$ cat src/include/rlt_macros.svh
`ifndef RLT_MACROS_SVH
`define RLT_MACROS_SVH

// number of tiles watched by the monitor
`define RLT_NUM_TILES 8

// register ids per register file, integer and float alike
`define RLT_REG_ELS 32

// cycle counter width, latencies use the same width
`define RLT_CTR_W 32

// width of one destination coordinate
`define RLT_COORD_W 4

// AXI4-Lite address width
`define RLT_AXI_AW 8

`endif

$ cat src/rlt_pkg.sv
`default_nettype none

`include "rlt_macros.svh"

package rlt_pkg;

  // load kind, atomics are counted as integer loads
  typedef enum logic [1:0] {
    KIND_INT    = 2'd0,
    KIND_FLOAT  = 2'd1,
    KIND_ICACHE = 2'd2
  } rlt_kind_e;

  localparam int unsigned RLT_NUM_KINDS = 3;

  typedef struct packed {
    logic [$clog2(`RLT_NUM_TILES)-1:0] tile;
    rlt_kind_e                         kind;
    logic [$clog2(`RLT_REG_ELS)-1:0]   reg_id;
    logic [`RLT_COORD_W-1:0]           dest_x;
    logic [`RLT_COORD_W-1:0]           dest_y;
  } rlt_launch_s;

  typedef struct packed {
    logic [$clog2(`RLT_NUM_TILES)-1:0] tile;
    rlt_kind_e                         kind;
    logic [$clog2(`RLT_REG_ELS)-1:0]   reg_id;
  } rlt_return_s;

  typedef struct packed {
    rlt_launch_s            ev;
    logic [`RLT_CTR_W-1:0]  stamp;
  } rlt_stamped_launch_s;

  typedef struct packed {
    rlt_return_s            ev;
    logic [`RLT_CTR_W-1:0]  stamp;
  } rlt_stamped_return_s;

  // one outstanding load held by a tracker
  typedef struct packed {
    logic [`RLT_CTR_W-1:0]   start;
    logic [`RLT_COORD_W-1:0] dest_x;
    logic [`RLT_COORD_W-1:0] dest_y;
  } rlt_status_s;

  typedef struct packed {
    rlt_kind_e               kind;
    logic [`RLT_COORD_W-1:0] dest_x;
    logic [`RLT_COORD_W-1:0] dest_y;
    logic [`RLT_CTR_W-1:0]   latency;
  } rlt_record_s;

  typedef struct packed {
    logic [31:0]           count;
    logic [31:0]           sum;
    logic [`RLT_CTR_W-1:0] max;
  } rlt_stats_s;

  // master to slave
  typedef struct packed {
    logic [`RLT_AXI_AW-1:0] awaddr;
    logic                   awvalid;
    logic [31:0]            wdata;
    logic [3:0]             wstrb;
    logic                   wvalid;
    logic                   bready;
    logic [`RLT_AXI_AW-1:0] araddr;
    logic                   arvalid;
    logic                   rready;
  } rlt_axil_req_s;

  // slave to master
  typedef struct packed {
    logic        awready;
    logic        wready;
    logic [1:0]  bresp;
    logic        bvalid;
    logic        arready;
    logic [31:0] rdata;
    logic [1:0]  rresp;
    logic        rvalid;
  } rlt_axil_rsp_s;

  typedef enum logic [1:0] {
    AXIL_IDLE  = 2'd0,
    AXIL_WDATA = 2'd1,
    AXIL_WRESP = 2'd2,
    AXIL_RDATA = 2'd3
  } rlt_axil_state_e;

endpackage

`default_nettype wire

$ cat src/rlt_event_router.sv
`timescale 1ns/1ps
`default_nettype none

`include "rlt_macros.svh"

module rlt_event_router (
  input  wire logic                         clk_i,
  input  wire logic                         reset_i,
  input  wire logic                         enable_i,
  input  wire logic                         launch_v_i,
  input  wire rlt_pkg::rlt_launch_s         launch_i,
  input  wire logic                         ret_v_i,
  input  wire rlt_pkg::rlt_return_s         ret_i,
  output logic [`RLT_NUM_TILES-1:0]         launch_v_o,
  output logic [`RLT_NUM_TILES-1:0]         ret_v_o,
  output rlt_pkg::rlt_stamped_launch_s      launch_o,
  output rlt_pkg::rlt_stamped_return_s      ret_o
);

  logic [`RLT_CTR_W-1:0] ctr_r;
  logic                  launch_take;
  logic                  ret_take;

  // events are dropped at the door while the monitor is disabled
  assign launch_take = launch_v_i & enable_i;
  assign ret_take    = ret_v_i & enable_i;

  // free-running cycle counter and one-hot steering to the trackers
  always_ff @(posedge clk_i) begin
    if (reset_i) begin
      ctr_r      <= '0;
      launch_v_o <= '0;
      ret_v_o    <= '0;
    end else begin
      ctr_r      <= ctr_r + 1'b1;
      launch_v_o <= launch_take ? (`RLT_NUM_TILES'(1) << launch_i.tile) : '0;
      ret_v_o    <= ret_take ? (`RLT_NUM_TILES'(1) << ret_i.tile) : '0;
    end
  end

  // stamp is the counter value seen on the strobe cycle
  always_ff @(posedge clk_i) begin
    if (launch_v_i) begin
      launch_o <= '{ev: launch_i, stamp: ctr_r};
    end
    if (ret_v_i) begin
      ret_o <= '{ev: ret_i, stamp: ctr_r};
    end
  end

  onehot_valid_a: assert property (
    @(posedge clk_i) disable iff (reset_i)
    $onehot0(launch_v_o) && $onehot0(ret_v_o)
  );

endmodule

`default_nettype wire

$ cat config.mk
export PLATFORM = sky130hd
export DESIGN_NAME = rlt_event_router
export DESIGN_NICKNAME = d
export VERILOG_FILES = /design/src/rlt_pkg.sv /design/src/rlt_event_router.sv
export VERILOG_INCLUDE_DIRS = /design/src /design/src/include
export SDC_FILE = /design/constraint.sdc
export NUM_CORES = 1
export LEC_CHECK = 0
export BUFFER_PORTS_ARGS = -buffer_cell sky130_fd_sc_hd__buf_2
export CAP_MARGIN = 10
export CORE_MARGIN = 2
export CORE_UTILIZATION = 45
export DETAILED_ROUTE_END_ITERATION = 8
export HOLD_SLACK_MARGIN = 0.06
export PLACE_DENSITY = 0.74
export SLEW_MARGIN = 20
export SYNTH_ARGS = -nofsm -noshare
export SYNTH_HDL_FRONTEND = slang
export SYNTH_SLANG_ARGS = --single-unit
$ cat constraint.sdc
create_clock -name clk_i -period 1.8 [get_ports clk_i]
set_clock_uncertainty 0.05 [all_clocks]
set_input_delay 0.54 -clock clk_i [delete_from_list [all_inputs] [get_ports clk_i]]
set_output_delay 0.54 -clock clk_i [all_outputs]
set_load 0.01 [all_outputs]
==> reports/metrics.yaml <==
sta:
  layout_min_cycle_time_ns: 1.83
  timing_max_transition_violations_final: 0
  tightest_slew_ns: 0.436
  final.setup.worst_slack_ns: -0.0349
  slew_headroom: 0.709
  final.setup.tns_ns: -0.0529
  rsz0062_at_grt: "yes"
  tcrit_tclk_final: 1.02
  setup_viol: 4
  final-hold-violation-count: 0
  max_freq_mhz: 545
finish:
  final_cell_count_no_fill: 662
  antennaDiodeCount: 0
  num-nets-final: 547
  layout-area-overhead-vs-synth_pct: 41.6
  drive_gt1_frac: 0.504
worst_setup_path:
  crit_required_ns: 2.20
  crit_path_max_fanout: 6
  timing.reg2reg.setup_slack_ns: -0.03
  start_kind: "flip-flop"
  timing.critical_path.arrival_ns: 2.23
  crit_path_end_kind: "flip-flop"
  worst_setup_path_category: "reg -> reg"
synth:
  synthCells: 313
  post_synth_num_cell_types: 28
  synthAdderAreaFrac: 0.00266
  area_share_of_the_largest_cell_type_after_synthesis: 0.586
  synthXorXnorAreaFrac: 0.0149
  synthesized_area_divided_by_synthesized_cell_count_sq_um: 15.1
  synth-warning-count: 0
  top_ff_cell_synth: "edfxtp_1"
  synth_nets: 347
  muxShareOfSynthArea: 0.00478
  synth_enable_flop_cells: 92
  syn-cell-area_sq_mm: 0.00471
  synth.most_common_cell: "edfxtp_1"
  synth_sequential_area_ratio: 0.790
  flip_flop_and_latch_count_after_synthesis: 140
  dominant_combinational_cell_family_by_area_after_synthesis: "simple AND/OR/NAND/NOR gates"
  async_flop_share: 0
  post_synth_and_or_nand_nor_area_fraction: 0.129
  synth_area_leader_cell: "edfxtp_1"
  synth_common_cells: "92 x edfxtp_1, 48 x dfxtp_1, 25 x nor2_1, 20 x a21oi_1, 18 x nand2_1"
  synth_compound_area_frac: 0.0483
  yosys-top-cells-area: "edfxtp_1 59%, dfxtp_1 20%, a21oi_1 2.1%"
die:
  top_level_ports: 141
  die_area_sq_mm: 0.0113
  std_cell_rows: 37
  core_area_sq_mm: 0.0102
  overall_die_height_um: 106
  fp.dieW_um: 106
  start_util: 0.460
clock_tree:
  clk_transition_reported_paths_ns: 0.06
  worstSkewPairLatency_ns: 0.52
  cts_inserted_buffers: 17
  cts_root_buffer: "clkbuf_8"
  max-clock-path-buffers: 2
  holdBufCountCts: 0
  cts_tree: "built"
  ctsHtreeMaxLevel: 4
  clkSinkCount: 140
drt:
  dr.first_iter.drc_count: 120
  drc: 0
  via_per_inst: 4.95
  drt_wl_total_um: 9570
  firstDrtPassIters: 4
  routed-via-count: 3276
  antenna_left: 0
  routed_wire_length_per_instance_um: 14.5
placed_design:
  placed_cells: 627
  dp_worst_setup_slack_ns: -0.0614
  detailedPlacementHpwl_um: 6850
  io_buffers: 140
  gpl.final_weighted_congestion: 0.826
min_path:
  hold_path_class: "in -> reg"
global_routing:
  grt_max_degree: 35
  grt_pass1_vias: 3172
  overflow: 0
  grt_use_total: 0.175
  grt_first_pass_wirelength_um: 15000
  initial_antenna_violation_count: 0
pwr:
  power_density_mw_per_mm2: 1100
  post_route_total_power_mw: 7.33
  power.static_leakage_nw: 2.71
  worst_ir_drop_vdd_uv: 608
status:
  violated_checks: "negative setup slack"
  status: "finished, violations left"
job:
  drv.max_cap_violation_count: 0
final cells by class:
type / instances / area (sq um)
Tap cell: 136 / 170
Multi-Input combinational cell: 161 / 1060
Clock buffer: 21 / 459
Clock inverter: 11 / 140
Inverter: 5 / 18.8
Fill cell: 742 / 3560
Sequential cell: 140 / 3760
Timing Repair Buffer: 188 / 1060
placed cells by master (no fill, tap or decap), types with 2 or more instances in the layout:
master	netlist	routed
buf_2	1	140
edfxtp_1	92	92
buf_4	0	48
dfxtp_1	48	28
nor2_1	25	25
nand2_1	18	18
a21oi_1	20	16
clkbuf_16	0	16
dfxtp_2	0	16
or3_1	15	12
o31ai_1	11	10
o21ai_0	9	9
or4_4	2	8
or4_1	13	7
nand3_1	12	6
nand3_2	0	6
nor3_1	6	6
xnor2_1	6	6
inv_1	5	5
nand4_1	4	4
a21oi_2	0	4
nand2b_1	4	4
clkbuf_8	0	4
dfxtp_4	0	4
nor2b_1	3	3
or3_4	0	3
nor4_1	4	3
bufinv_16	0	3
nand4_4	1	2
mux2_2	2	2
xor2_1	2	2
clkinv_2	0	2
clkinv_1	0	2
clkinvlp_4	0	2
per-layer routing:
metal / track usage / wire (um) / up-vias
li1: - / - / 1587
met1: 0.207 / 3940 / 1560
met2: 0.283 / 4880 / 118
met3: 0.0674 / 638 / 11
met4: 0.0771 / 115 / 0
met5: 0 / 0 / -
critical path: stages, from the launching register on:
cell     delay [ns]
dfxtp_2        0.36
nand4_1        0.14
or4_4          0.58
or4_4          0.50
a21oi_2        0.14
where the power goes:
group / switching (mW) / leakage [nW] / internal, mW / total (mW)
Combinational: 0.187 / 1.08 / 0.126 / 0.313
Clock: 1.23 / 0.289 / 2.21 / 3.44
Sequential: 0.0347 / 1.33 / 3.54 / 3.57
Total: 1.45 / 2.71 / 5.87 / 7.33
stage by stage:
| stage | utilization | area [sq um] | hold WS (ns) |
|---|---|---|---|
| detailed placement | 0.581 | 5940 | 0.437 |
| global route | 0.652 | 6670 | 0.115 |
| finish | 0.652 | 6670 | 0.149 |
| global placement | 0.581 | 5940 | 0.423 |
| floorplan | - | 4770 | 0.390 |
| CTS | 0.645 | 6600 | 0.126 |
flip-flops by register name (all words and copies together) (netlist names):
register	flops
launch_o	50
launch_v_o	8
ret_v_o	8
ret_o	42
ctr_r	32
path summary, 6_finish.rpt:
| kind | to | startpoint | cells after the start |
|---|---|---|---|
| worst max register to register | ctr_r[27] | ctr_r[3] | 4 |
| worst max-delay path | ctr_r[27] | ctr_r[3] | 4 |
| worst min register to register | launch_o[31] | ctr_r[31] | 0 |
| worst min-delay path | launch_o[41] | launch_i[9] | 1 |
timing repair:
item,4_1_cts,5_1_grt
gates resized for setup,10,18
pin swaps,4,8
setup endpoints to repair,10,13
gates cloned,0,0
setup buffers,3,0
logic make-up (layout without fill, tap and decap cells):
| family | count (synthesis) | after routing |
|---|---|---|
| compound gates | 40 | 40 |
| xor+xnor | 8 | 8 |
| fa+ha+maj | 1 | 1 |
| buf+inv | 12 | 225 |
| flops | 140 | 140 |
| mux | 2 | 2 |
| simple gates | 110 | 110 |
Note: power is estimated with default switching activity, not from simulation.
