==> src/include/rlt_macros.svh <==
`ifndef RLT_MACROS_SVH
`define RLT_MACROS_SVH

// number of tiles watched by the monitor
`define RLT_NUM_TILES 8

// register ids per register file, integer and float alike
`define RLT_REG_ELS 32

// cycle counter width, latencies use the same width
`define RLT_CTR_W 32

// width of one destination coordinate
`define RLT_COORD_W 4

// AXI4-Lite address width
`define RLT_AXI_AW 8

`endif

==> src/rlt_pkg.sv <==
`default_nettype none

`include "rlt_macros.svh"

package rlt_pkg;

  // load kind, atomics are counted as integer loads
  typedef enum logic [1:0] {
    KIND_INT    = 2'd0,
    KIND_FLOAT  = 2'd1,
    KIND_ICACHE = 2'd2
  } rlt_kind_e;

  localparam int unsigned RLT_NUM_KINDS = 3;

  typedef struct packed {
    logic [$clog2(`RLT_NUM_TILES)-1:0] tile;
    rlt_kind_e                         kind;
    logic [$clog2(`RLT_REG_ELS)-1:0]   reg_id;
    logic [`RLT_COORD_W-1:0]           dest_x;
    logic [`RLT_COORD_W-1:0]           dest_y;
  } rlt_launch_s;

  typedef struct packed {
    logic [$clog2(`RLT_NUM_TILES)-1:0] tile;
    rlt_kind_e                         kind;
    logic [$clog2(`RLT_REG_ELS)-1:0]   reg_id;
  } rlt_return_s;

  typedef struct packed {
    rlt_launch_s            ev;
    logic [`RLT_CTR_W-1:0]  stamp;
  } rlt_stamped_launch_s;

  typedef struct packed {
    rlt_return_s            ev;
    logic [`RLT_CTR_W-1:0]  stamp;
  } rlt_stamped_return_s;

  // one outstanding load held by a tracker
  typedef struct packed {
    logic [`RLT_CTR_W-1:0]   start;
    logic [`RLT_COORD_W-1:0] dest_x;
    logic [`RLT_COORD_W-1:0] dest_y;
  } rlt_status_s;

  typedef struct packed {
    rlt_kind_e               kind;
    logic [`RLT_COORD_W-1:0] dest_x;
    logic [`RLT_COORD_W-1:0] dest_y;
    logic [`RLT_CTR_W-1:0]   latency;
  } rlt_record_s;

  typedef struct packed {
    logic [31:0]           count;
    logic [31:0]           sum;
    logic [`RLT_CTR_W-1:0] max;
  } rlt_stats_s;

  // master to slave
  typedef struct packed {
    logic [`RLT_AXI_AW-1:0] awaddr;
    logic                   awvalid;
    logic [31:0]            wdata;
    logic [3:0]             wstrb;
    logic                   wvalid;
    logic                   bready;
    logic [`RLT_AXI_AW-1:0] araddr;
    logic                   arvalid;
    logic                   rready;
  } rlt_axil_req_s;

  // slave to master
  typedef struct packed {
    logic        awready;
    logic        wready;
    logic [1:0]  bresp;
    logic        bvalid;
    logic        arready;
    logic [31:0] rdata;
    logic [1:0]  rresp;
    logic        rvalid;
  } rlt_axil_rsp_s;

  typedef enum logic [1:0] {
    AXIL_IDLE  = 2'd0,
    AXIL_WDATA = 2'd1,
    AXIL_WRESP = 2'd2,
    AXIL_RDATA = 2'd3
  } rlt_axil_state_e;

endpackage

`default_nettype wire

==> src/rlt_axil_regs.sv <==
`timescale 1ns/1ps
`default_nettype none

`include "rlt_macros.svh"

module rlt_axil_regs (
  input  wire logic                                         clk_i,
  input  wire logic                                         reset_i,
  input  wire rlt_pkg::rlt_axil_req_s                       axil_req_i,
  output rlt_pkg::rlt_axil_rsp_s                            axil_rsp_o,
  input  wire rlt_pkg::rlt_stats_s [rlt_pkg::RLT_NUM_KINDS-1:0] stats_i,
  input  wire logic [31:0]                                  drops_i,
  output logic                                              enable_o,
  output logic                                              clear_o
);

  import rlt_pkg::*;

  rlt_axil_state_e        w_state_r;
  rlt_axil_state_e        r_state_r;
  logic [`RLT_AXI_AW-1:0] waddr_r;
  logic [31:0]            rdata_r;
  logic [31:0]            rd_word;

  // write side, address first and then data
  always_ff @(posedge clk_i) begin
    if (reset_i) begin
      w_state_r <= AXIL_IDLE;
      enable_o  <= 1'b0;
      clear_o   <= 1'b0;
    end else begin
      clear_o <= 1'b0;
      case (w_state_r)
        AXIL_IDLE: begin
          if (axil_req_i.awvalid) begin
            w_state_r <= AXIL_WDATA;
          end
        end
        AXIL_WDATA: begin
          if (axil_req_i.wvalid) begin
            w_state_r <= AXIL_WRESP;
            // only the control register is writable
            if ((waddr_r == '0) && axil_req_i.wstrb[0]) begin
              enable_o <= axil_req_i.wdata[0];
              clear_o  <= axil_req_i.wdata[1];
            end
          end
        end
        AXIL_WRESP: begin
          if (axil_req_i.bready) begin
            w_state_r <= AXIL_IDLE;
          end
        end
        default: w_state_r <= AXIL_IDLE;
      endcase
    end
  end

  always_ff @(posedge clk_i) begin
    if ((w_state_r == AXIL_IDLE) && axil_req_i.awvalid) begin
      waddr_r <= axil_req_i.awaddr;
    end
  end

  // register map, holes read as zero
  always_comb begin
    rd_word = '0;
    case (axil_req_i.araddr)
      'h00: rd_word = {31'b0, enable_o};
      'h04: rd_word = drops_i;
      'h10: rd_word = stats_i[KIND_INT].count;
      'h14: rd_word = stats_i[KIND_INT].sum;
      'h18: rd_word = stats_i[KIND_INT].max;
      'h20: rd_word = stats_i[KIND_FLOAT].count;
      'h24: rd_word = stats_i[KIND_FLOAT].sum;
      'h28: rd_word = stats_i[KIND_FLOAT].max;
      'h30: rd_word = stats_i[KIND_ICACHE].count;
      'h34: rd_word = stats_i[KIND_ICACHE].sum;
      'h38: rd_word = stats_i[KIND_ICACHE].max;
      default: rd_word = '0;
    endcase
  end

  always_ff @(posedge clk_i) begin
    if (reset_i) begin
      r_state_r <= AXIL_IDLE;
    end else if ((r_state_r == AXIL_IDLE) && axil_req_i.arvalid) begin
      r_state_r <= AXIL_RDATA;
    end else if ((r_state_r == AXIL_RDATA) && axil_req_i.rready) begin
      r_state_r <= AXIL_IDLE;
    end
  end

  always_ff @(posedge clk_i) begin
    if ((r_state_r == AXIL_IDLE) && axil_req_i.arvalid) begin
      rdata_r <= rd_word;
    end
  end

  always_comb begin
    axil_rsp_o         = '0;
    axil_rsp_o.awready = (w_state_r == AXIL_IDLE);
    axil_rsp_o.wready  = (w_state_r == AXIL_WDATA);
    axil_rsp_o.bvalid  = (w_state_r == AXIL_WRESP);
    axil_rsp_o.bresp   = 2'b00;
    axil_rsp_o.arready = (r_state_r == AXIL_IDLE);
    axil_rsp_o.rvalid  = (r_state_r == AXIL_RDATA);
    axil_rsp_o.rresp   = 2'b00;
    axil_rsp_o.rdata   = rdata_r;
  end

  bvalid_after_write_a: assert property (
    @(posedge clk_i) disable iff (reset_i)
    $rose(axil_rsp_o.bvalid) |-> $past(axil_req_i.wvalid && axil_rsp_o.wready)
  );

endmodule

`default_nettype wire

==> config.mk <==
export PLATFORM = sky130hd
export DESIGN_NAME = rlt_axil_regs
export DESIGN_NICKNAME = d
export VERILOG_FILES = /design/src/rlt_pkg.sv /design/src/rlt_axil_regs.sv
export VERILOG_INCLUDE_DIRS = /design/src /design/src/include
export SDC_FILE = /design/constraint.sdc
export NUM_CORES = 1
export LEC_CHECK = 0
export BUFFER_PORTS_ARGS = -buffer_cell sky130_fd_sc_hd__buf_4
export CORE_AREA = 2 2 164 166
export DETAILED_ROUTE_END_ITERATION = 16
export DIE_AREA = 0 0 166 168
export PLACE_DENSITY_LB_ADDON = 0.12
export SLEW_MARGIN = 15
export SYNTH_ARGS = -nofsm -noshare
export SYNTH_HDL_FRONTEND = slang
export SYNTH_SLANG_ARGS = --single-unit
==> constraint.sdc <==
create_clock -name clk_i -period 3.3 [get_ports clk_i]
set_input_delay 0.66 -clock clk_i [delete_from_list [all_inputs] [get_ports clk_i]]
set_output_delay 0.66 -clock clk_i [all_outputs]
set_load 0.05 [all_outputs]
==> results.json <==
{
  "rsz0062_at_grt": "false",
  "start_util": 0.168,
  "synth_top_area_share": 0.271,
  "max_freq_ghz": 0.419,
  "port_buffers": 384,
  "synth_fa_ha_area_frac": 0,
  "synth_top_flop_cell": "edfxtp_1",
  "yosysWarnings": 0,
  "instances_no_fill": 1150,
  "synth.area.top_cells": "edfxtp_1 (27%), mux2i_1 (11%), mux2_2 (8.9%)",
  "drive_gt1_frac": 0.602,
  "antenna_found_initial": 0,
  "leakage_uw": 0.00353,
  "cts_resized": 0,
  "cts_tree": "built",
  "total_power_uw": 2070,
  "fp.dieH_um": 168,
  "worst-path-max-fanout": 37,
  "synth_top_family_by_area": "compound AO/OA/AOI/OAI gates",
  "clock_latency_ns": 0.30,
  "clockBufferDepth": 2,
  "grt_pass1_wl_um": 36500,
  "dp_cells": 1142,
  "wl_per_cell_um": 22.0,
  "final_nets": 1187,
  "critPathBufInv": 3,
  "dp_hpwl_um": 20900,
  "crit_chain": "buf_6, buf_12, nor2b_2, buf_4, a22oi_1, o22ai_1, or3_1",
  "yosysMostFrequentCell": "mux2i_1",
  "irDropWorstVdd_uv": 161,
  "drtIter0Drc": 166,
  "synth_edf_count": 40,
  "finalSetupTns_ns": 0,
  "crit_arrival_ns": 2.56,
  "grt_pass1_vias": 5572,
  "status": "finished clean",
  "io_pins": 422,
  "skew_ns": 0.00788,
  "vias_per_cell": 4.55,
  "cts_hold_buf": 0,
  "layout_min_cycle_time_ns": 2.39,
  "crit_type": "input port to flip-flop",
  "synth_cells": 433,
  "synthXorXnorAreaFrac": 0,
  "ys_ff_latch": 45,
  "drv_slew": 0,
  "drtAntennaViolNets": 0,
  "hold_path.class": "flip-flop to flip-flop",
  "coreArea_sq_mm": 0.0264,
  "cap_viol_max_count": 0,
  "drc": 0,
  "cts-root-buf": "clkbuf_16",
  "globalplace.congestion": 0.755,
  "vias": 5228,
  "cp_slowest_cell": "nor2b_2",
  "syn_avg_cell_area_sq_um": 10.2,
  "crit_required_ns": 3.47,
  "area_growth_pct": 77.9,
  "diodes": 0,
  "die_area_sq_mm": 0.0279,
  "grt_max_degree": 38,
  "worst_slew_pin_slew_ns": 0.724,
  "grt_overflow": 0,
  "path_clk_slew_ns": 0.07,
  "synthDistinctLibCells": 59,
  "synth_compound_area_frac": 0.266,
  "period_share": 0.723,
  "cts_sinks": 45,
  "muxShareOfSynthArea": 0.258,
  "yosysSeqAreaShare": 0.294,
  "max_slew_margin": 0.515,
  "end_kind": "flip-flop",
  "hold_violations": 0,
  "floorplan.rows": 60,
  "setup_viol": 0,
  "numCtsBuffers": 5,
  "die-width_um": 166,
  "synthTopCellsByCount": "mux2i_1 (48), a22oi_1 (40), edfxtp_1 (40)",
  "start_kind": "input port",
  "async_flop_share": 0,
  "synth_simple_gate_area_frac": 0.119,
  "powerDensity_mw_per_mm2": 262,
  "yosysTopAreaCell": "edfxtp_1",
  "cp_top_family": "buffers and inverters",
  "cts_setup_buffers": 0,
  "drt-total-wl_um": 25300,
  "dr.pass1.iters": 4,
  "synth_area_sq_mm": 0.00443,
  "cp_slowest_stage_delay_ns": 0.66,
  "htree_levels": 2,
  "grt_usage": 0.175
}
-- metal layers --
layer | track usage | part of all wire | vias to the layer above
li1 | - | - | 2516
met4 | 0.0253 | 0.0087 | 0
met3 | 0.0414 | 0.069 | 11
met5 | 0 | 0 | -
met2 | 0.313 | 0.50 | 244
met1 | 0.218 | 0.42 | 2457
-- logic make-up (layout without fill, tap and decap cells) --
family / Yosys count / in the layout
simple gates: 90 / 90
other cells: 1 / 4
buf+inv: 49 / 422
mux: 95 / 95
compound gates: 153 / 153
flops: 45 / 45
-- layout by cell type, fill, tap and decap left out, drive strengths merged, types with 10 or more instances in the layout --
cell    instances
buf           409
mux2i          48
a22oi          40
edfxtp         40
mux2           35
nand2          29
a22o           16
o22ai          16
nor2           15
a21oi          14
mux4           12
a21o           10
o21ai          10
-- state kept, by name, indices dropped and copies added (netlist names) --
signal     flops
rdata_r       32
waddr_r        8
w_state_r      2
clear_o        1
enable_o       1
r_state_r      1
-- per-stage QoR --
step	instance area, sq um	hold slack [ns]	util	setup WS (ns)
floorplan	4440	0.472	-	0.768
global placement	7720	0.526	0.293	0.529
detailed placement	7720	0.517	0.293	0.535
CTS	7880	0.516	0.299	0.850
global route	7880	0.515	0.299	0.807
finish	7880	0.531	0.299	0.913
-- worst paths after layout --
check / from / to / slack, ns / cells past startpoint
min reg2reg: w_state_r[1] / w_state_r[0] / 0.53 / 1
min: w_state_r[1] / w_state_r[0] / 0.53 / 1
max: axil_req_i[6] / rdata_r[19] / 0.91 / 7
max reg2reg: r_state_r[0] / rdata_r[6] / 2.01 / 2
-- area by class of cell --
cell class / count / area [sq um]
inverters: 5 / 18.8
clock buffers: 6 / 150
clock inverters: 2 / 16.3
repair buffers: 409 / 3090
flip-flops and latches: 45 / 1300
fillers: 2861 / 18500
well taps: 341 / 427
multi-input cells: 342 / 2880
-- where the power goes --
part	internal (uW)	total (uW)	switching [uW]
sequential	654	666	11.9
clock	329	589	259
combinational	439	815	375
total	1420	2070	646
(Power assumes the default switching activity.)
