File: src/include/rlt_macros.svh
`ifndef RLT_MACROS_SVH
`define RLT_MACROS_SVH

// number of tiles watched by the monitor
`define RLT_NUM_TILES 8

// register ids per register file, integer and float alike
`define RLT_REG_ELS 32

// cycle counter width, latencies use the same width
`define RLT_CTR_W 32

// width of one destination coordinate
`define RLT_COORD_W 4

// AXI4-Lite address width
`define RLT_AXI_AW 8

`endif

File: src/rlt_pkg.sv
`default_nettype none

`include "rlt_macros.svh"

package rlt_pkg;

  // load kind, atomics are counted as integer loads
  typedef enum logic [1:0] {
    KIND_INT    = 2'd0,
    KIND_FLOAT  = 2'd1,
    KIND_ICACHE = 2'd2
  } rlt_kind_e;

  localparam int unsigned RLT_NUM_KINDS = 3;

  typedef struct packed {
    logic [$clog2(`RLT_NUM_TILES)-1:0] tile;
    rlt_kind_e                         kind;
    logic [$clog2(`RLT_REG_ELS)-1:0]   reg_id;
    logic [`RLT_COORD_W-1:0]           dest_x;
    logic [`RLT_COORD_W-1:0]           dest_y;
  } rlt_launch_s;

  typedef struct packed {
    logic [$clog2(`RLT_NUM_TILES)-1:0] tile;
    rlt_kind_e                         kind;
    logic [$clog2(`RLT_REG_ELS)-1:0]   reg_id;
  } rlt_return_s;

  typedef struct packed {
    rlt_launch_s            ev;
    logic [`RLT_CTR_W-1:0]  stamp;
  } rlt_stamped_launch_s;

  typedef struct packed {
    rlt_return_s            ev;
    logic [`RLT_CTR_W-1:0]  stamp;
  } rlt_stamped_return_s;

  // one outstanding load held by a tracker
  typedef struct packed {
    logic [`RLT_CTR_W-1:0]   start;
    logic [`RLT_COORD_W-1:0] dest_x;
    logic [`RLT_COORD_W-1:0] dest_y;
  } rlt_status_s;

  typedef struct packed {
    rlt_kind_e               kind;
    logic [`RLT_COORD_W-1:0] dest_x;
    logic [`RLT_COORD_W-1:0] dest_y;
    logic [`RLT_CTR_W-1:0]   latency;
  } rlt_record_s;

  typedef struct packed {
    logic [31:0]           count;
    logic [31:0]           sum;
    logic [`RLT_CTR_W-1:0] max;
  } rlt_stats_s;

  // master to slave
  typedef struct packed {
    logic [`RLT_AXI_AW-1:0] awaddr;
    logic                   awvalid;
    logic [31:0]            wdata;
    logic [3:0]             wstrb;
    logic                   wvalid;
    logic                   bready;
    logic [`RLT_AXI_AW-1:0] araddr;
    logic                   arvalid;
    logic                   rready;
  } rlt_axil_req_s;

  // slave to master
  typedef struct packed {
    logic        awready;
    logic        wready;
    logic [1:0]  bresp;
    logic        bvalid;
    logic        arready;
    logic [31:0] rdata;
    logic [1:0]  rresp;
    logic        rvalid;
  } rlt_axil_rsp_s;

  typedef enum logic [1:0] {
    AXIL_IDLE  = 2'd0,
    AXIL_WDATA = 2'd1,
    AXIL_WRESP = 2'd2,
    AXIL_RDATA = 2'd3
  } rlt_axil_state_e;

endpackage

`default_nettype wire

File: src/rlt_tile_tracker.sv
`timescale 1ns/1ps
`default_nettype none

`include "rlt_macros.svh"

module rlt_tile_tracker (
  input  wire logic                         clk_i,
  input  wire logic                         reset_i,
  input  wire logic                         launch_v_i,
  input  wire rlt_pkg::rlt_stamped_launch_s launch_i,
  input  wire logic                         ret_v_i,
  input  wire rlt_pkg::rlt_stamped_return_s ret_i,
  output logic                              rec_v_o,
  output rlt_pkg::rlt_record_s              rec_o,
  input  wire logic                         rec_ready_i,
  output logic                              drop_o
);

  import rlt_pkg::*;

  rlt_status_s [`RLT_REG_ELS-1:0] int_st_r;
  rlt_status_s [`RLT_REG_ELS-1:0] float_st_r;
  rlt_status_s                    ic_st_r;
  logic [`RLT_REG_ELS-1:0]        int_v_r;
  logic [`RLT_REG_ELS-1:0]        float_v_r;
  logic                           ic_v_r;
  logic                           ic_set_r;

  rlt_status_s new_st;
  rlt_status_s hit_st;
  logic        hit;
  logic        buf_free;

  assign new_st = '{
    start:  launch_i.stamp,
    dest_x: launch_i.ev.dest_x,
    dest_y: launch_i.ev.dest_y
  };

  // lookup reads the registers, so a same-cycle launch is not seen yet
  always_comb begin
    hit    = 1'b0;
    hit_st = ic_st_r;
    case (ret_i.ev.kind)
      KIND_INT: begin
        hit    = int_v_r[ret_i.ev.reg_id];
        hit_st = int_st_r[ret_i.ev.reg_id];
      end
      KIND_FLOAT: begin
        hit    = float_v_r[ret_i.ev.reg_id];
        hit_st = float_st_r[ret_i.ev.reg_id];
      end
      KIND_ICACHE: begin
        hit = ic_v_r;
      end
      default: ;
    endcase
    hit = hit & ret_v_i;
  end

  // buffer can take a record if empty or being drained this cycle
  assign buf_free = ~rec_v_o | rec_ready_i;

  // valid bits, retire first and then let a launch claim the entry
  always_ff @(posedge clk_i) begin
    if (reset_i) begin
      int_v_r   <= '0;
      float_v_r <= '0;
      ic_v_r    <= 1'b0;
      ic_set_r  <= 1'b0;
    end else begin
      if (hit) begin
        case (ret_i.ev.kind)
          KIND_INT:    int_v_r[ret_i.ev.reg_id]   <= 1'b0;
          KIND_FLOAT:  float_v_r[ret_i.ev.reg_id] <= 1'b0;
          KIND_ICACHE: ic_v_r                     <= 1'b0;
          default: ;
        endcase
      end
      if (launch_v_i) begin
        case (launch_i.ev.kind)
          KIND_INT:    int_v_r[launch_i.ev.reg_id]   <= 1'b1;
          KIND_FLOAT:  float_v_r[launch_i.ev.reg_id] <= 1'b1;
          KIND_ICACHE: begin
            ic_v_r   <= 1'b1;
            ic_set_r <= 1'b1;
          end
          default: ;
        endcase
      end
    end
  end

  always_ff @(posedge clk_i) begin
    if (launch_v_i) begin
      case (launch_i.ev.kind)
        KIND_INT:    int_st_r[launch_i.ev.reg_id]   <= new_st;
        KIND_FLOAT:  float_st_r[launch_i.ev.reg_id] <= new_st;
        KIND_ICACHE: ic_st_r                        <= new_st;
        default: ;
      endcase
    end
  end

  // one-entry record buffer, a completion that finds it full is dropped
  always_ff @(posedge clk_i) begin
    if (reset_i) begin
      rec_v_o <= 1'b0;
      drop_o  <= 1'b0;
    end else begin
      drop_o <= hit & ~buf_free;
      if (hit & buf_free) begin
        rec_v_o <= 1'b1;
      end else if (rec_ready_i) begin
        rec_v_o <= 1'b0;
      end
    end
  end

  always_ff @(posedge clk_i) begin
    if (hit & buf_free) begin
      rec_o <= '{
        kind:    ret_i.ev.kind,
        dest_x:  hit_st.dest_x,
        dest_y:  hit_st.dest_y,
        latency: ret_i.stamp - hit_st.start
      };
    end
  end

  rec_stable_a: assert property (
    @(posedge clk_i) disable iff (reset_i)
    rec_v_o && !rec_ready_i |=> rec_v_o && $stable(rec_o)
  );

  // an icache return needs an earlier icache launch on this tile
  icache_launched_a: assert property (
    @(posedge clk_i) disable iff (reset_i)
    ret_v_i && (ret_i.ev.kind == KIND_ICACHE) |-> ic_set_r
  );

endmodule

`default_nettype wire

File: config.mk
export PLATFORM = sky130hd
export DESIGN_NAME = rlt_tile_tracker
export DESIGN_NICKNAME = d
export VERILOG_FILES = /design/src/rlt_pkg.sv /design/src/rlt_tile_tracker.sv
export VERILOG_INCLUDE_DIRS = /design/src /design/src/include
export SDC_FILE = /design/constraint.sdc
export NUM_CORES = 2
export LEC_CHECK = 0
export BUFFER_PORTS_ARGS = -buffer_cell sky130_fd_sc_hd__clkbuf_2
export CORE_MARGIN = 2
export CORE_UTILIZATION = 40
export CTS_CLUSTER_SIZE = 30
export DETAILED_ROUTE_END_ITERATION = 10
export PLACE_DENSITY = 0.58
export SLEW_MARGIN = 30
export SYNTH_ARGS = -nofsm -noshare
export SYNTH_HDL_FRONTEND = slang
export SYNTH_SLANG_ARGS = --single-unit
File: constraint.sdc
create_clock -name clk_i -period 6.48 [get_ports clk_i]
set_clock_uncertainty 0.2 [all_clocks]
set_input_delay 0.972 -clock clk_i [delete_from_list [all_inputs] [get_ports clk_i]]
set_output_delay 0.972 -clock clk_i [all_outputs]
set_load 0.02 [all_outputs]
==> qor.csv <==
stage,metric,value,unit
cts,Clock Latency Late Sink,0.94,ns
timing,total negative slack,0,ns
timing,Final min period,5.673,ns
logic_synthesis,Commonest cells post-synth,"2642 x edfxtp_1, 667 x mux4_2, 167 x nand2_1",
cts,post-CTS setup buffer count,0,
floorplanning,die area,266100,µm²
setup_path,critical path class,input pin to register,
logic_synthesis,syn_area_per_cell,21.64,µm²
timing,final hold vios,0,
timing,fmax,176.3,MHz
detailed_routing,drt drc,0,
detailed_routing,DRT iter0 DRCs,7815,
timing,"Slew Viols, Final",0,
setup_path,CP Launch Point,ret_i[32],
detailed_routing,via count,53910,
grt,largest net degree at the start of global routing,95,
placed_design,I/O Buffers,134,
pwr,Pwr per Cell Area,310.8,nW/µm²
grt,GR Util All Layers,0.2290,
floorplanning,Initial Utilization,0.4028,
floorplanning,core region area,260200,µm²
timing,final setup fails,0,
finish,Layout Utilization,0.4632,
logic_synthesis,Yosys warning count,0,
setup_path,Max Fanout on Critical Path,28,
setup_path,R2R setup slack,1.02,ns
logic_synthesis,Post-synth EDFFs,2642,
pwr,Pleak,38.50,nW
setup_path,r2r startpoint,int_st_r[129],
floorplanning,Chip Width,515.9,µm
cts,clock-pin slew on the worst setup and hold paths,0.06,ns
hold_path,Worst Hold Class,register to register,
placed_design,Post-Place Worst Slack,-0.1058,ns
setup_path,Worst Setup EP,rec_o[30],
grt,first-pass GRT wire length,424.4,mm
timing,fin worst setup slack,0.8068,ns
setup_path,largest stage delay on the critical path,0.60,ns
finish,final cell count without fillers,9039,
timing,Max-slew headroom,0.2844,
cts,clk sinks,2709,
finish,area of the multi-input gates,22510,µm²
setup_path,worst reg-to-reg path cell count,15,
logic_synthesis,most common cell in the synthesized netlist,edfxtp_1,
setup_path,Worst EP required,7.01,ns
logic_synthesis,Unique masters post-synth,80,
logic_synthesis,"FF+latch count, synth",2709,
placed_design,DP HPWL,175.5,mm
logic_synthesis,sequential-to-total area share from yosys stat,0.7698,
setup_path,CP most frequent cell,mux4_2,
logic_synthesis,post-synthesis async set-or-reset flop share,0,
logic_synthesis,Synth area leader,edfxtp_1,
cts,TritonCTS clock tree,done,
timing,Slew @ Worst Pin,1.073,ns
grt,antenna violations before repair,25,
cts,CTS buffer count,295,
placed_design,Routability Congestion,0.8716,
finish,Area Overhead vs Synth,15.01,%
grt,gr ovfl total,0,
cts,CTS resizes,0,
logic_synthesis,syn_nets,4971,
finish,Fill cells,21600,
cts,Max Root-Sink Buffers,4,
timing,period utilization,0.8755,
floorplanning,DIE HEIGHT,515.9,µm
timing,Fin Hold WS,0.2750,ns
finish,fin nets,5466,
logic_synthesis,Mapped Area,104800,µm²
cts,H-tree depth,5,
floorplanning,num rows,187,
detailed_routing,DR WL/cell,33.77,µm
pwr,VDD IR-drop max,305.9,µV
finish,ratio of cells with drive above 1 in the final layout,0.2939,
logic_synthesis,top cell type's share of synthesized area,0.7570,
placed_design,Post-Place Cells,8535,
detailed_routing,antenna-violating nets left,0,
cts,CTS root buf,clkbuf_16,
setup_path,crit path launch type,input pin,
setup_path,Worst path slowest cell,a2111oi_0,
cts,hold buffers post-CTS,0,
detailed_routing,vias per inst,5.964,
flow_run,MaxCap Viol Count,0,
setup_path,CP arrival,6.20,ns
logic_synthesis,Mapped Cells,4842,
timing,RSZ-0062 raised after global routing,no,
logic_synthesis,Synth area leaders,"edfxtp_1 76%, mux4_2 14%, dfxtp_1 1.3%",
grt,vias in the first global route,53840,
floorplanning,Top Ports,141,
status,outcome,"complete, no violations",
setup_path,crit path cell chain,buf_8 -> mux4_2 -> mux4_2 -> nor2_1 -> o211ai_1 -> and3_1 -> fa_1 -> nor2b_1 -> o31a_1 -> o31ai_2 -> a2111oi_0 -> buf_4 -> o2111ai_1 -> a31o_2 -> o21a_1 -> o311ai_1,
detailed_routing,final wirelength,305.3,mm
detailed_routing,Pre-antenna DRT Iters,5,
logic_synthesis,Most used DFF post-synth,edfxtp_1,
setup_path,Worst Setup End Kind,register,
finish,sequential standard cell area,80680,µm²
setup_path,RR Endpoint,rec_o[30],
==> layout by cell type, fill, tap and decap left out, types with 10 or more instances in the layout <==
master | synthesis | routed
o211ai_1 | 36 | 36
o22ai_1 | 28 | 28
a31oi_1 | 10 | 10
nor3_1 | 12 | 12
nand2_1 | 167 | 167
clkbuf_16 | 0 | 304
mux4_2 | 667 | 667
clkinv_1 | 2 | 65
edfxtp_1 | 2642 | 2642
o21ai_0 | 57 | 57
a22oi_1 | 113 | 113
a21o_1 | 14 | 14
inv_2 | 2 | 59
buf_4 | 47 | 285
mux2_2 | 18 | 18
o21ai_1 | 63 | 63
inv_1 | 76 | 12
clkinv_2 | 0 | 41
clkbuf_4 | 0 | 10
nand3_1 | 30 | 30
clkbuf_1 | 88 | 55
buf_12 | 0 | 37
dfxtp_1 | 67 | 67
bufinv_16 | 0 | 20
ha_1 | 31 | 31
nand4_1 | 12 | 12
o221ai_1 | 28 | 28
a221oi_1 | 18 | 18
xnor2_1 | 16 | 16
a21oi_1 | 143 | 143
nor2_1 | 77 | 67
nand2b_1 | 13 | 13
clkbuf_2 | 0 | 119
mux2i_1 | 96 | 96
==> cells by family after synthesis <==
logic type               share of synthesized area
adder cells (fa/ha/maj)                   0.003892
flip-flops                                  0.7698
AO/OA/AOI/OAI                              0.03508
multiplexers                                0.1545
buffers and inverters                      0.01618
XOR/XNOR                                  0.002006
AND/OR/NAND/NOR                            0.01848
==> worst min path at each step <==
| stage | end | slack, ns | start | cells past startpoint |
|---|---|---|---|---|
| final | int_v_r[2] | 0.27 | int_v_r[2] | 2 |
| after global routing | rec_o[41] | 0.26 | ret_i[38] | 1 |
| after CTS | rec_o[41] | 0.22 | ret_i[38] | 1 |
| after detailed placement | int_v_r[21] | 0.27 | int_v_r[21] | 2 |
| after global placement | int_v_r[28] | 0.26 | int_v_r[28] | 2 |
| after floorplan | int_v_r[6] | 0.25 | int_v_r[6] | 2 |
==> where the power goes <==
part	switching, mW	leakage [nW]	internal (mW)
Combinational	1.31	9.78	0.802
Clock	6.63	4.41	9.37
Sequential	0.0205	24.3	19.3
==> worst max-delay path, delay by kind of cell <==
| kind | cells | cell delay, ns |
|---|---|---|
| buffers and inverters | 2 | 0.52 |
| and+or+nand+nor | 3 | 0.87 |
| muxes | 2 | 1.05 |
| AOI/OAI and AO/OA | 8 | 2.17 |
| adders and majority gates | 1 | 0.46 |
==> cell type report <==
cell class                      count  share of cell area
Timing Repair Buffer              457             0.03008
Antenna cell                        8           0.0001661
Sequential cell                  2709              0.6694
Clock buffer                      364             0.06540
Multi-Input combinational cell   1794              0.1868
Inverter                           80            0.002699
Clock inverter                    131            0.009219
Tap cell                         3496             0.03629
==> layer usage <==
| metal | part of all wire | wire (µm) | up-vias | GRT usage |
|---|---|---|---|---|
| li1 | - | - | 21450 | - |
| met1 | 0.41 | 124400 | 29310 | 0.3222 |
| met2 | 0.48 | 145100 | 2668 | 0.3644 |
| met3 | 0.090 | 27520 | 480 | 0.04451 |
| met4 | 0.027 | 8204 | 12 | 0.06422 |
| met5 | 0.00022 | 68 | - | 0 |
==> state kept, by name, indices dropped and copies added (netlist names) <==
name	flops
rec_v_o	1
float_st_r	1280
float_v_r	32
ic_st_r	40
drop_o	1
int_v_r	32
rec_o	42
int_st_r	1280
ic_v_r	1
==> per-stage QoR <==
step                power [mW]  cell area [µm²]
floorplan                20.84           104800
global placement         21.79           111400
detailed placement       21.83           111500
CTS                      37.66           120500
global route             38.48           120500
finish                   37.46           120500
(Power assumes the default switching activity.)
